### config.mk
export PLATFORM = sky130hd
export DESIGN_NAME = dbg_halt_ctl
export DESIGN_NICKNAME = d
export VERILOG_FILES = /design/src/verilog/dbg_halt_ctl.sv
export VERILOG_INCLUDE_DIRS = /design/src /design/src/verilog
export SDC_FILE = /design/constraint.sdc
export NUM_CORES = 1
export LEC_CHECK = 0
export BUFFER_PORTS_ARGS = -buffer_cell sky130_fd_sc_hd__buf_2
export CAP_MARGIN = 5
export CELL_PAD_IN_SITES_DETAIL_PLACEMENT = 0
export CELL_PAD_IN_SITES_GLOBAL_PLACEMENT = 2
export CORE_MARGIN = 1
export CORE_UTILIZATION = 10
export DETAILED_ROUTE_END_ITERATION = 7
export GPL_ROUTABILITY_DRIVEN = 0
export PLACE_DENSITY_LB_ADDON = 0.1
export SYNTH_ARGS = -nofsm -noshare
export SYNTH_HDL_FRONTEND = slang
export SYNTH_SLANG_ARGS = --single-unit
export TNS_END_PERCENT = 10
### constraint.sdc
create_clock -name dbg_clk -period 1.1 [get_ports dbg_clk]
set_input_delay 0.11 -clock dbg_clk [delete_from_list [all_inputs] [get_ports dbg_clk]]
set_output_delay 0.11 -clock dbg_clk [all_outputs]
set_load 0.05 [all_outputs]
### src/verilog/dbg_brk_config.svh
//////////////////////////////////////////////////
// Build options and register map of the debug block
// Included by the package and by every RTL module
//////////////////////////////////////////////////

`ifndef DBG_BRK_CONFIG_SVH
`define DBG_BRK_CONFIG_SVH

// Number of break/watch-point units, 1 to 4
`define DBG_HWBRK_NUM    2
// Range mode support, 1 on, 0 off
`define DBG_HWBRK_RANGE  1'b1

// Debug register address width
`define DBG_ADDR_W       6

// CPU register addresses
`define DBG_CPU_CTL      6'h00
`define DBG_CPU_STAT     6'h01
// Unit 0 address, each unit spans four addresses
`define DBG_BRK_BASE     'h08

// Register offsets inside a unit window
`define BRK_CTL          2'd0
`define BRK_STAT         2'd1
`define BRK_ADDR0        2'd2
`define BRK_ADDR1        2'd3

// CPU_CTL command bits
`define CPU_CTL_HALT     0
`define CPU_CTL_RUN      1

// CPU_STAT bits
`define CPU_STAT_HALTED  0
`define CPU_STAT_PND     1
`define CPU_STAT_BRK     2

`endif

### src/verilog/dbg_halt_ctl.sv
//////////////////////////////////////////////////
// CPU halt control and status for the debug host
// HALT and RUN commands, sticky breakpoint cause
//////////////////////////////////////////////////

`timescale 1ns/1ps
`default_nettype none

`include "dbg_brk_config.svh"

module dbg_halt_ctl (
  input  wire        dbg_clk,
  input  wire        dbg_rst,
  input  wire [15:0] din,
  input  wire        cpu_ctl_wr,
  input  wire        cpu_stat_wr,
  input  wire        cpu_stat_rd,
  input  wire        brk_halt_any,
  input  wire        brk_pnd_any,
  output logic       dbg_halt_cmd,
  output logic [15:0] stat_dout
);

  logic halt_set;
  logic run_clr;
  logic brk_halted;
  logic brk_clr;

  //////////////////////////////////////////////////
  // Commands
  //////////////////////////////////////////////////

  // Host HALT or any unit in break mode
  assign halt_set = (cpu_ctl_wr & din[`CPU_CTL_HALT]) | brk_halt_any;
  assign run_clr  = cpu_ctl_wr & din[`CPU_CTL_RUN];
  // Write one to CPU_STAT bit 2 drops the cause
  assign brk_clr  = cpu_stat_wr & din[`CPU_STAT_BRK];

  // Halt request, held until RUN
  always_ff @(posedge dbg_clk or posedge dbg_rst) begin
    if (dbg_rst) begin
      dbg_halt_cmd <= 1'b0;
    end else if (halt_set) begin
      dbg_halt_cmd <= 1'b1;
    end else if (run_clr) begin
      dbg_halt_cmd <= 1'b0;
    end
  end

  // Halt caused by a breakpoint
  always_ff @(posedge dbg_clk or posedge dbg_rst) begin
    if (dbg_rst) begin
      brk_halted <= 1'b0;
    end else if (brk_halt_any) begin
      brk_halted <= 1'b1;
    end else if (brk_clr) begin
      brk_halted <= 1'b0;
    end
  end

  //////////////////////////////////////////////////
  // Status read
  //////////////////////////////////////////////////

  always_comb begin
    stat_dout = '0;
    if (cpu_stat_rd) begin
      stat_dout[`CPU_STAT_HALTED] = dbg_halt_cmd;
      stat_dout[`CPU_STAT_PND]    = brk_pnd_any;
      stat_dout[`CPU_STAT_BRK]    = brk_halted;
    end
  end

  // Halt only follows a command or a unit match
  a_halt_cause: assert property (
    @(posedge dbg_clk) disable iff (dbg_rst) $rose(dbg_halt_cmd) |-> $past(halt_set)
  );

endmodule

`default_nettype wire

==> flow_summary_export.csv <==
group,metric,value,unit
cells_and_area,fin_cells,67,
setup_path,cp-startpoint,"dbg_halt_cmd",
cells_and_area,layout-area-overhead-vs-synth,49.7,%
setup_path,reg2reg_to,"dbg_halt_cmd",
min_path,hold_depth,2,
synthesis,ys_seq_elements,2,
power,p_seq_frac,0.183,
synthesis,ys_seq_area_frac,0.252,
cells_and_area,drive_gt1_frac,0.452,
setup_path,critPathTopFamily,"flip-flops",
global_route,grt_pass1_vias,178,
min_path,min_from,"brk_halt_any",
synthesis,synth_cell_types,8,
sta,skew,0,ps
min_path,min_to,"brk_halted",
power,combPwrFrac,0.405,
global_route,overflow,0,
setup_path,reg2reg_from,"dbg_halt_cmd",
clock_network,cts_buffers,3,
clock_network,cts.sinks,2,
setup_path,critPathArrivalTime,960,ps
drt,ant_nets,0,
cells_and_area,diodes,0,
drt,drt_iter0_markers,0,
power,switching_share,0.443,
sta,fmax,0.935,GHz
sta,rsz0062_at_grt,"false",
cells_and_area,final_core_util,0.165,
setup_path,r2r_slack,130,ps
synthesis,synthesis.area,199,µm²
power,leakagePower,0.162,nW
setup_path,cp.required,990,ps
setup_path,start_kind,"flip-flop",
drt,drc,0,
place,dp.cells,61,
power,p_switching,198,µW
sta,setup_viol,0,
die,io_pins,40,
global_route,grt.total_usage,0.0592,
synthesis,yosys_warnings,0,
global_route,grt_start_max_net_pins,4,
sta,post-route-min-period,1070,ps
power,power,447,µW
job,drv_cap,0,
sta,finalHoldViolCount,0,
place,port_buffers,13,
min_path,holdCritPathClass,"input pin to flip-flop",
power,clockPowerShare,0.412,
setup_path,cp.buffers_inverters,1,
setup_path,crit_chain,"and2_2 -> buf_6",
die,rows,15,
die,die_h,46.6,µm
sta,drv_slew,0,
drt,drtPass1Iterations,1,
cells_and_area,layout.nets,66,
synthesis,netlist_instances,24,
power,p_int,249,µW
setup_path,cp.depth,2,
clock_network,clockBufferDepth,2,
sta,hold-worst-slack,93.9,ps
clock_network,clk_latency,220,ps
synthesis,syn_avg_cell_area,8.29,µm²
die,start_util,0.110,
clock_network,cts_tree,"built",
clock_network,ctsRootBufferMaster,"clkbuf_4",
drt,avgViaCountPerCell,2.58,
power,power.density,1500,nW/µm²
clock_network,path_clk_slew,40,ps
sta,min_period_over_period,0.973,
drt,totalWireLength,444,µm
global_route,antenna_found_initial,0,
setup_path,crit_fanout,3,
setup_path,end_kind,"output port",
outcome,status,"completed",
setup_path,slowest_delay,400,ps
setup_path,reg2reg_depth,2,
die,core-area,1800,µm²
die,die_w,46.6,µm
clock_network,cts_max_level,1,
power,max-vdd-ir-drop,0.000249,V
global_route,grt_pass1_wl,717,µm
setup_path,setup.worst_path.class,"flip-flop to output port",
drt,via_count,173,
sta,tns,0,ps
setup_path,cp_slowest_cell,"dfrtp_2",
place,dp_hpwl,356,µm
drt,post_drt_wl_per_cell,6.63,µm
die,dieArea,2170,µm²
## cell usage after synthesis
library cell | n | area [µm²]
conb_1 | 1 | 3.75
nand2_1 | 2 | 7.51
a221o_1 | 1 | 10.0
buf_4 | 13 | 97.6
dfrtp_1 | 2 | 50.1
a21o_1 | 1 | 7.51
inv_1 | 1 | 3.75
and2_1 | 3 | 18.8
## worst reg2reg max path: cells and delay by family (launching register included)
family                 cells  cell delay (ps)
AOI/OAI and AO/OA          1              310
DFF                        1              400
buffers and inverters      1              130
## layout make-up
class / instances / area, µm²
fillers: 229 / 1500
repair buffers: 15 / 91.3
flip-flops and latches: 2 / 51.3
inverters: 1 / 3.75
clock buffers: 4 / 26.3
multi-input cells: 20 / 93.8
well taps: 25 / 31.3
## through the flow
stage | setup slack (ps) | cell area (µm²)
global route | 0.245 | 298
finish | 30.0 | 298
global placement | 221 | 245
detailed placement | 223 | 245
floorplan | 127 | 246
CTS | 17.3 | 288
## cells in the final DEF, fill, tap and decap left out
master,count
a21o_1,1
a221o_1,1
and2_1,2
and2_2,1
buf_2,11
buf_4,1
buf_6,1
clkbuf_1,1
clkbuf_4,4
conb_1,13
dfrtp_1,1
dfrtp_2,1
dlygate4sd3_1,1
inv_1,1
nand2_1,2
## cell families after synthesis
logic type             after synthesis  share of synthesized area
DFF                                  2                      0.252
and+or+nand+nor                      5                      0.132
other                                1                     0.0188
buffers and inverters               14                      0.509
AOI/OAI and AO/OA                    2                     0.0881
## flip-flops by register name, summed over array words and instances, names as in the netlist
signal,count
brk_halted,1
dbg_halt_cmd,1
## how the worst max path moves through the flow
stage	slack [ps]	to
after floorplan	130	stat_dout[0]
after CTS	20	stat_dout[0]
after detailed placement	220	stat_dout[0]
final	30	stat_dout[0]
after global routing	0.2	stat_dout[0]
after global placement	220	stat_dout[0]
## layer usage
layer	up-vias	wire, µm	GRT usage
li1	83	-	-
met3	0	10	0.0235
met2	7	327	0.0944
met4	0	0	0.124
met5	-	0	0
met1	83	107	0.0303
## timing repair
| action | in CTS | in global routing |
|---|---|---|
| setup endpoints to repair | 1 | 2 |
| gates resized for setup | 2 | 1 |
| hold buffers | 1 | 0 |
| buffers inserted | 0 | 1 |
| hold endpoints to repair | 2 | 0 |
## power groups by stage
| stage | clock (mW) | combinational, mW | sequential [mW] |
|---|---|---|---|
| after CTS | 0.195 | 0.177 | 0.0820 |
| after global placement | 0 | 0.170 | 0.0830 |
| after detailed placement | 0 | 0.170 | 0.0828 |
| after floorplan | 0 | 0.171 | 0.0890 |
| final | 0.184 | 0.181 | 0.0818 |
| after global routing | 0.206 | 0.191 | 0.0825 |
Note: power is estimated with default switching activity, not from simulation.
