<file path="config.mk">
export PLATFORM = sky130hd
export DESIGN_NAME = dbg_hwbrk
export DESIGN_NICKNAME = d
export VERILOG_FILES = /design/src/verilog/dbg_brk_pkg.sv /design/src/verilog/dbg_hwbrk.sv
export VERILOG_INCLUDE_DIRS = /design/src /design/src/verilog
export SDC_FILE = /design/constraint.sdc
export NUM_CORES = 1
export LEC_CHECK = 0
export BUFFER_PORTS_ARGS = -buffer_cell sky130_fd_sc_hd__clkbuf_2
export CORE_ASPECT_RATIO = 0.8
export CORE_MARGIN = 4
export CORE_UTILIZATION = 45
export DETAILED_ROUTE_END_ITERATION = 8
export GPL_TIMING_DRIVEN = 0
export PLACE_DENSITY = 0.65
export SYNTH_ARGS = -nofsm -noshare
export SYNTH_HDL_FRONTEND = slang
export SYNTH_SLANG_ARGS = --single-unit
</file>
<file path="constraint.sdc">
create_clock -name dbg_clk -period 4.88 [get_ports dbg_clk]
set_input_delay 0.244 -clock dbg_clk [delete_from_list [all_inputs] [get_ports dbg_clk]]
set_output_delay 0.244 -clock dbg_clk [all_outputs]
set_load 0.01 [all_outputs]
</file>
<file path="src/verilog/dbg_brk_config.svh">
//////////////////////////////////////////////////
// Build options and register map of the debug block
// Included by the package and by every RTL module
//////////////////////////////////////////////////

`ifndef DBG_BRK_CONFIG_SVH
`define DBG_BRK_CONFIG_SVH

// Number of break/watch-point units, 1 to 4
`define DBG_HWBRK_NUM    2
// Range mode support, 1 on, 0 off
`define DBG_HWBRK_RANGE  1'b1

// Debug register address width
`define DBG_ADDR_W       6

// CPU register addresses
`define DBG_CPU_CTL      6'h00
`define DBG_CPU_STAT     6'h01
// Unit 0 address, each unit spans four addresses
`define DBG_BRK_BASE     'h08

// Register offsets inside a unit window
`define BRK_CTL          2'd0
`define BRK_STAT         2'd1
`define BRK_ADDR0        2'd2
`define BRK_ADDR1        2'd3

// CPU_CTL command bits
`define CPU_CTL_HALT     0
`define CPU_CTL_RUN      1

// CPU_STAT bits
`define CPU_STAT_HALTED  0
`define CPU_STAT_PND     1
`define CPU_STAT_BRK     2

`endif

</file>
<file path="src/verilog/dbg_brk_pkg.sv">
//////////////////////////////////////////////////
// Shared types of the debug block
// Register port, watched CPU bus, unit ctl and stat
//////////////////////////////////////////////////

`default_nettype none

`include "dbg_brk_config.svh"

package dbg_brk_pkg;

  // Host register request, wr and rd are one-cycle strobes
  typedef struct packed {
    logic [`DBG_ADDR_W-1:0] addr;
    logic [15:0]            din;
    logic                   wr;
    logic                   rd;
  } dbg_req_t;

  // CPU activity seen by the break units
  typedef struct packed {
    // Execution-unit memory bus
    logic [15:0] eu_mab;
    logic        eu_mb_en;
    logic [1:0]  eu_mb_wr;
    // Frontend instruction decode
    logic [15:0] pc;
    logic        decode_noirq;
  } cpu_bus_t;

  // Unit control register, bits 4 to 0
  typedef struct packed {
    logic       range_mode;
    logic       inst_en;
    logic       break_en;
    // 00 off, 01 read, 10 write, 11 both
    logic [1:0] access_mode;
  } brk_ctl_t;

  // Unit status register, sticky flags, bits 5 to 0
  typedef struct packed {
    logic range_wr;
    logic range_rd;
    logic addr1_wr;
    logic addr1_rd;
    logic addr0_wr;
    logic addr0_rd;
  } brk_stat_t;

  // One-hot register select inside a unit, bit 0 is ctl
  typedef struct packed {
    logic addr1;
    logic addr0;
    logic stat;
    logic ctl;
  } brk_sel_t;

endpackage

`default_nettype wire

</file>
<file path="src/verilog/dbg_hwbrk.sv">
//////////////////////////////////////////////////
// One hardware break/watch-point unit
// Compares data bus or decode pc against its
// addresses, keeps sticky flags, may request halt
//////////////////////////////////////////////////

`timescale 1ns/1ps
`default_nettype none

`include "dbg_brk_config.svh"

module dbg_hwbrk (
  input  wire                     dbg_clk,
  input  wire                     dbg_rst,
  input  dbg_brk_pkg::cpu_bus_t   cpu_bus,
  input  wire              [15:0] din,
  input  dbg_brk_pkg::brk_sel_t   brk_wr,
  input  dbg_brk_pkg::brk_sel_t   brk_rd,
  output logic                    brk_halt,
  output logic                    brk_pnd,
  output logic             [15:0] brk_dout
);

  dbg_brk_pkg::brk_ctl_t  brk_ctl;
  dbg_brk_pkg::brk_stat_t brk_stat;
  dbg_brk_pkg::brk_stat_t stat_set;
  logic [15:0]            brk_addr0;
  logic [15:0]            brk_addr1;

  // Address compare results
  logic eq_d_addr0, eq_d_addr1, eq_d_range;
  logic eq_i_addr0, eq_i_addr1, eq_i_range;
  // Qualified accesses
  logic d_wr, d_rd;
  logic mode_rd, mode_wr;

  //////////////////////////////////////////////////
  // Registers
  //////////////////////////////////////////////////

  // Control, range bit kept only with range support
  always_ff @(posedge dbg_clk or posedge dbg_rst) begin
    if (dbg_rst) begin
      brk_ctl <= '0;
    end else if (brk_wr.ctl) begin
      brk_ctl <= {din[4] & `DBG_HWBRK_RANGE, din[3:0]};
    end
  end

  // Status, write-one-to-clear, new set wins over clear
  always_ff @(posedge dbg_clk or posedge dbg_rst) begin
    if (dbg_rst) begin
      brk_stat <= '0;
    end else if (brk_wr.stat) begin
      brk_stat <= (brk_stat & ~din[5:0]) | stat_set;
    end else begin
      brk_stat <= brk_stat | stat_set;
    end
  end

  always_ff @(posedge dbg_clk or posedge dbg_rst) begin
    if (dbg_rst) begin
      brk_addr0 <= '0;
    end else if (brk_wr.addr0) begin
      brk_addr0 <= din;
    end
  end

  always_ff @(posedge dbg_clk or posedge dbg_rst) begin
    if (dbg_rst) begin
      brk_addr1 <= '0;
    end else if (brk_wr.addr1) begin
      brk_addr1 <= din;
    end
  end

  // Read mux, zero when not selected
  always_comb begin
    brk_dout = '0;
    if (brk_rd.ctl)   brk_dout = brk_dout | {11'b0, brk_ctl};
    if (brk_rd.stat)  brk_dout = brk_dout | {10'b0, brk_stat};
    if (brk_rd.addr0) brk_dout = brk_dout | brk_addr0;
    if (brk_rd.addr1) brk_dout = brk_dout | brk_addr1;
  end

  //////////////////////////////////////////////////
  // Comparators
  //////////////////////////////////////////////////

  // Data flow on the execution-unit bus
  assign eq_d_addr0 = cpu_bus.eu_mb_en & (cpu_bus.eu_mab == brk_addr0) & ~brk_ctl.range_mode;
  assign eq_d_addr1 = cpu_bus.eu_mb_en & (cpu_bus.eu_mab == brk_addr1) & ~brk_ctl.range_mode;
  assign eq_d_range = cpu_bus.eu_mb_en & brk_ctl.range_mode & `DBG_HWBRK_RANGE &
                      (cpu_bus.eu_mab >= brk_addr0) & (cpu_bus.eu_mab <= brk_addr1);

  // Instruction flow at decode, interrupts excluded
  assign eq_i_addr0 = cpu_bus.decode_noirq & (cpu_bus.pc == brk_addr0) & ~brk_ctl.range_mode;
  assign eq_i_addr1 = cpu_bus.decode_noirq & (cpu_bus.pc == brk_addr1) & ~brk_ctl.range_mode;
  assign eq_i_range = cpu_bus.decode_noirq & brk_ctl.range_mode & `DBG_HWBRK_RANGE &
                      (cpu_bus.pc >= brk_addr0) & (cpu_bus.pc <= brk_addr1);

  // Data direction, any byte strobe means write
  assign d_wr = ~brk_ctl.inst_en & (|cpu_bus.eu_mb_wr);
  assign d_rd = ~brk_ctl.inst_en & ~(|cpu_bus.eu_mb_wr);

  assign mode_rd = brk_ctl.access_mode[0];
  assign mode_wr = brk_ctl.access_mode[1];

  //////////////////////////////////////////////////
  // Flags and halt
  //////////////////////////////////////////////////

  // Instruction flow only ever counts as a read
  always_comb begin
    stat_set.addr0_rd = mode_rd & ((eq_d_addr0 & d_rd) | (eq_i_addr0 & brk_ctl.inst_en));
    stat_set.addr1_rd = mode_rd & ((eq_d_addr1 & d_rd) | (eq_i_addr1 & brk_ctl.inst_en));
    stat_set.range_rd = mode_rd & ((eq_d_range & d_rd) | (eq_i_range & brk_ctl.inst_en));
    stat_set.addr0_wr = mode_wr & eq_d_addr0 & d_wr;
    stat_set.addr1_wr = mode_wr & eq_d_addr1 & d_wr;
    stat_set.range_wr = mode_wr & eq_d_range & d_wr;
  end

  assign brk_pnd  = |brk_stat;
  // Halt pulse in the cycle of the matched access
  assign brk_halt = brk_ctl.break_en & (|stat_set);

  // A halt request always leaves a flag pending
  a_halt_leaves_pnd: assert property (
    @(posedge dbg_clk) disable iff (dbg_rst) brk_halt |=> brk_pnd
  );

  // Host decode selects one register at a time
  a_wr_onehot: assert property (
    @(posedge dbg_clk) disable iff (dbg_rst) $onehot0(brk_wr)
  );

endmodule

`default_nettype wire

</file>
==> flow_summary.toml <==
[run_status]
run_status = "complete, no violations"

[worst_setup_path]
reg2reg_to = "brk_stat[4]"
max_stage_delay_ns = 0.42
critPathLaunchType = "flip-flop"
worstPathCellList = "inv_1, ha_1, a21oi_1, o21ai_0, a221oi_1, o211a_1, or2_2, a31o_1, a22o_1, clkbuf_2"
reg2reg_setup_slack_ns = 2.33
cp-end-kind = "output pin"
arrival_ns = 2.84
reg2reg_from = "brk_addr1[5]"
cp.required_ns = 4.64
reg2reg_depth = 9
cp_max_fo = 3
crit_type = "flip-flop to output pin"
cpMaxStageDelayCell = "o21ai_0"

[timing]
maxSlewViolCount = 0
tightest_slew_ns = 0.778
fmax_mhz = 324
layout_min_cycle_time_ns = 3.09
setup-tns-final_ns = 0
finalSetupViolCount = 0
hold_ws_ns = 0.157
relSlewSlack_pct = 47.6
hold_viol = 0
skew_ns = 0.00665
fin_crit_sh_pct = 63.3
rsz0062_at_grt = "no"

[die]
die_h_um = 85.4
coreArea_mm2 = 0.00709
initial_core_util_pct = 47.5
fp-row-count = 27
die_x_um = 105
ios = 80
die_area_mm2 = 0.00895

[yosys]
syn_area_mm2 = 0.00337
synth_top_flop_cell = "dfrtp_1"
ys_ff_latch = 43
synth-simple-area-share_pct = 16.2
synth_async_sr_flop_share_pct = 100
ys_types = 39
avgSynthCellArea_um2 = 8.90
ys_warn_count = 0
synth_top_area_share_pct = 31.9
syn-num-nets = 505
synth_top_area_cell = "dfrtp_1"
synthAdderAreaFrac_pct = 23.7
synth_top_family_by_area = "adder cells"
synth.yosys.seq_area_share_pct = 31.9
netlist_instances = 379
muxShareOfSynthArea_pct = 2.00
netlist_top_cells_area = "dfrtp_1, ha_1, nand2_1"
synth-edff-count = 0
synth_compound_gate_area_share_pct = 21.1
synth-xor-area-share_pct = 0

[drt]
postRouteWirelength_um = 10300
vias = 3240
via_per_inst = 5.86
first_pass_iters = 4
drc = 0
met3_length_um = 778
ant_nets = 0
drt_iter0_drc = 170
drt-met1-wl_um = 4980
routed.top_layer = "met4"
wire_per_inst_um = 18.6
route.met2.wl_um = 4410

[cells_and_area]
diodes = 0
area_delta_synth_final_pct = 18.5
layout.nets = 591
drive_gt1_share_pct = 20.6
fin_area_mm2 = 0.00400
instances_no_fill = 553

[clock_tree]
clk_latency_ns = 0.31
cts_tree = "built"
h-tree-depth = 2
cts_sinks = 43
cts_buffers = 5
post_cts_resized = 0
clk_pin_slew_ns = 0.08
post-cts-setup-buffers = 0
cts_buffer_depth = 2
postCtsHoldBufs = 1
root_buffer = "clkbuf_8"

[pwr]
p_per_area_mw_per_mm2 = 248
p_leak_nw = 2.06
ir_drop_mv = 0.137

[grt]
grt_usage_pct = 23.7
grt_pass1_vias = 3232
grt-ovfl-total = 0
antenna_found_initial = 0
grt_max_degree = 30
grt_pass1_wl_um = 16500

[min_path]
hp-class = "input port to flip-flop"
hold_path.startpoint = "din[12]"
holdPathStages = 3
min_to = "brk_addr0[12]"

[placement]
placed_cell_area_mm2 = 0.00389
hpwl_um = 8370
port_buffers = 77
gp_congestion = 0.881
placed_cells = 544

[run]
drv_cap = 0
-- worst max-delay path, delay by kind of cell (launching register included) --
kind / cells / cell delay [ns]
buf+inv: 2 / 0.21
compound gates: 6 / 1.35
flops: 1 / 0.37
simple gates: 1 / 0.30
fa+ha+maj: 1 / 0.31
-- worst max path at each step --
stage                              from  slack, ns  cells past startpoint       end
final                      brk_addr1[5]       1.79                     10  brk_halt
after global routing      brk_addr0[15]       1.60                     10  brk_halt
after CTS                  brk_addr1[5]       1.88                     10  brk_halt
after detailed placement   brk_addr1[5]       2.23                     10  brk_halt
after global placement     brk_addr1[5]       2.23                     10  brk_halt
after floorplan            brk_addr0[0]       2.55                      8  brk_halt
-- routing by layer --
metal / vias up / GRT usage (%)
met5: - / 0
met3: 11 / 3.95
met2: 128 / 36.1
li1: 1559 / -
met4: 0 / 6.08
met1: 1542 / 34.9
-- final cells by class --
cell class | instances | area [um^2]
Fill cell | 696 | 3100
Multi-Input combinational cell | 290 | 2120
Sequential cell | 43 | 1080
Timing Repair Buffer | 79 | 415
Inverter | 36 | 135
Tap cell | 87 | 109
Clock buffer | 8 | 100
Buffer | 10 | 37.5
-- through the flow --
step	util [%]	setup WS (ns)	power, mW
after floorplan	-	2.55	0.609
after global placement	54.5	2.23	0.720
after detailed placement	54.8	2.23	0.734
after CTS	56.3	1.88	0.993
after global routing	56.3	1.60	1.05
final	56.3	1.79	0.992
-- synth_stat cells (2+ instances only) --
cell type   n
dfrtp_1    43
nor2_1      8
a21o_1      2
a221o_1     3
a22o_1     14
nand4_1    15
nand2b_1    2
nor3_1      2
a2111o_1    2
mux2_2      6
ha_1       64
o21ai_0    39
nor2b_1     3
a21oi_1    22
a22oi_1    11
nand3_1     7
nand2_1    62
clkbuf_1   10
and2_1      3
nor4_1      3
and4_1      2
inv_1      36
o211ai_1    4
-- logic make-up after synthesis --
logic type,count (synthesis)
mux,6
buf+inv,46
fa+ha+maj,64
simple gates,113
compound gates,107
flops,43
-- report_power, final --
group	internal, mW	switching [mW]	total, mW
logic	0.136	0.190	0.327
registers	0.385	0.0200	0.405
clock network	0.129	0.130	0.260
total	0.651	0.341	0.992
-- cell usage in the layout, fill, tap and decap left out, drive strengths merged, types with 2 or more instances in the layout --
cell and instances:
clkbuf 95, ha 64, nand2 62, dfrtp 43, o21ai 39, inv 36
a21oi 22, nand4 15, a22o 14, a22oi 11, nor2 8, nand3 7
mux2 6, o211ai 4, nor4 4, nor2b 3, and2 3, a221o 3
nand2b 3, a2111o 2, and4 2, a21o 2, nor3 2
-- flip-flops by register name, indices dropped and copies added (netlist names) --
name	cells
brk_stat	6
brk_ctl	5
brk_addr0	16
brk_addr1	16
Note: power is estimated with default switching activity, not from simulation.
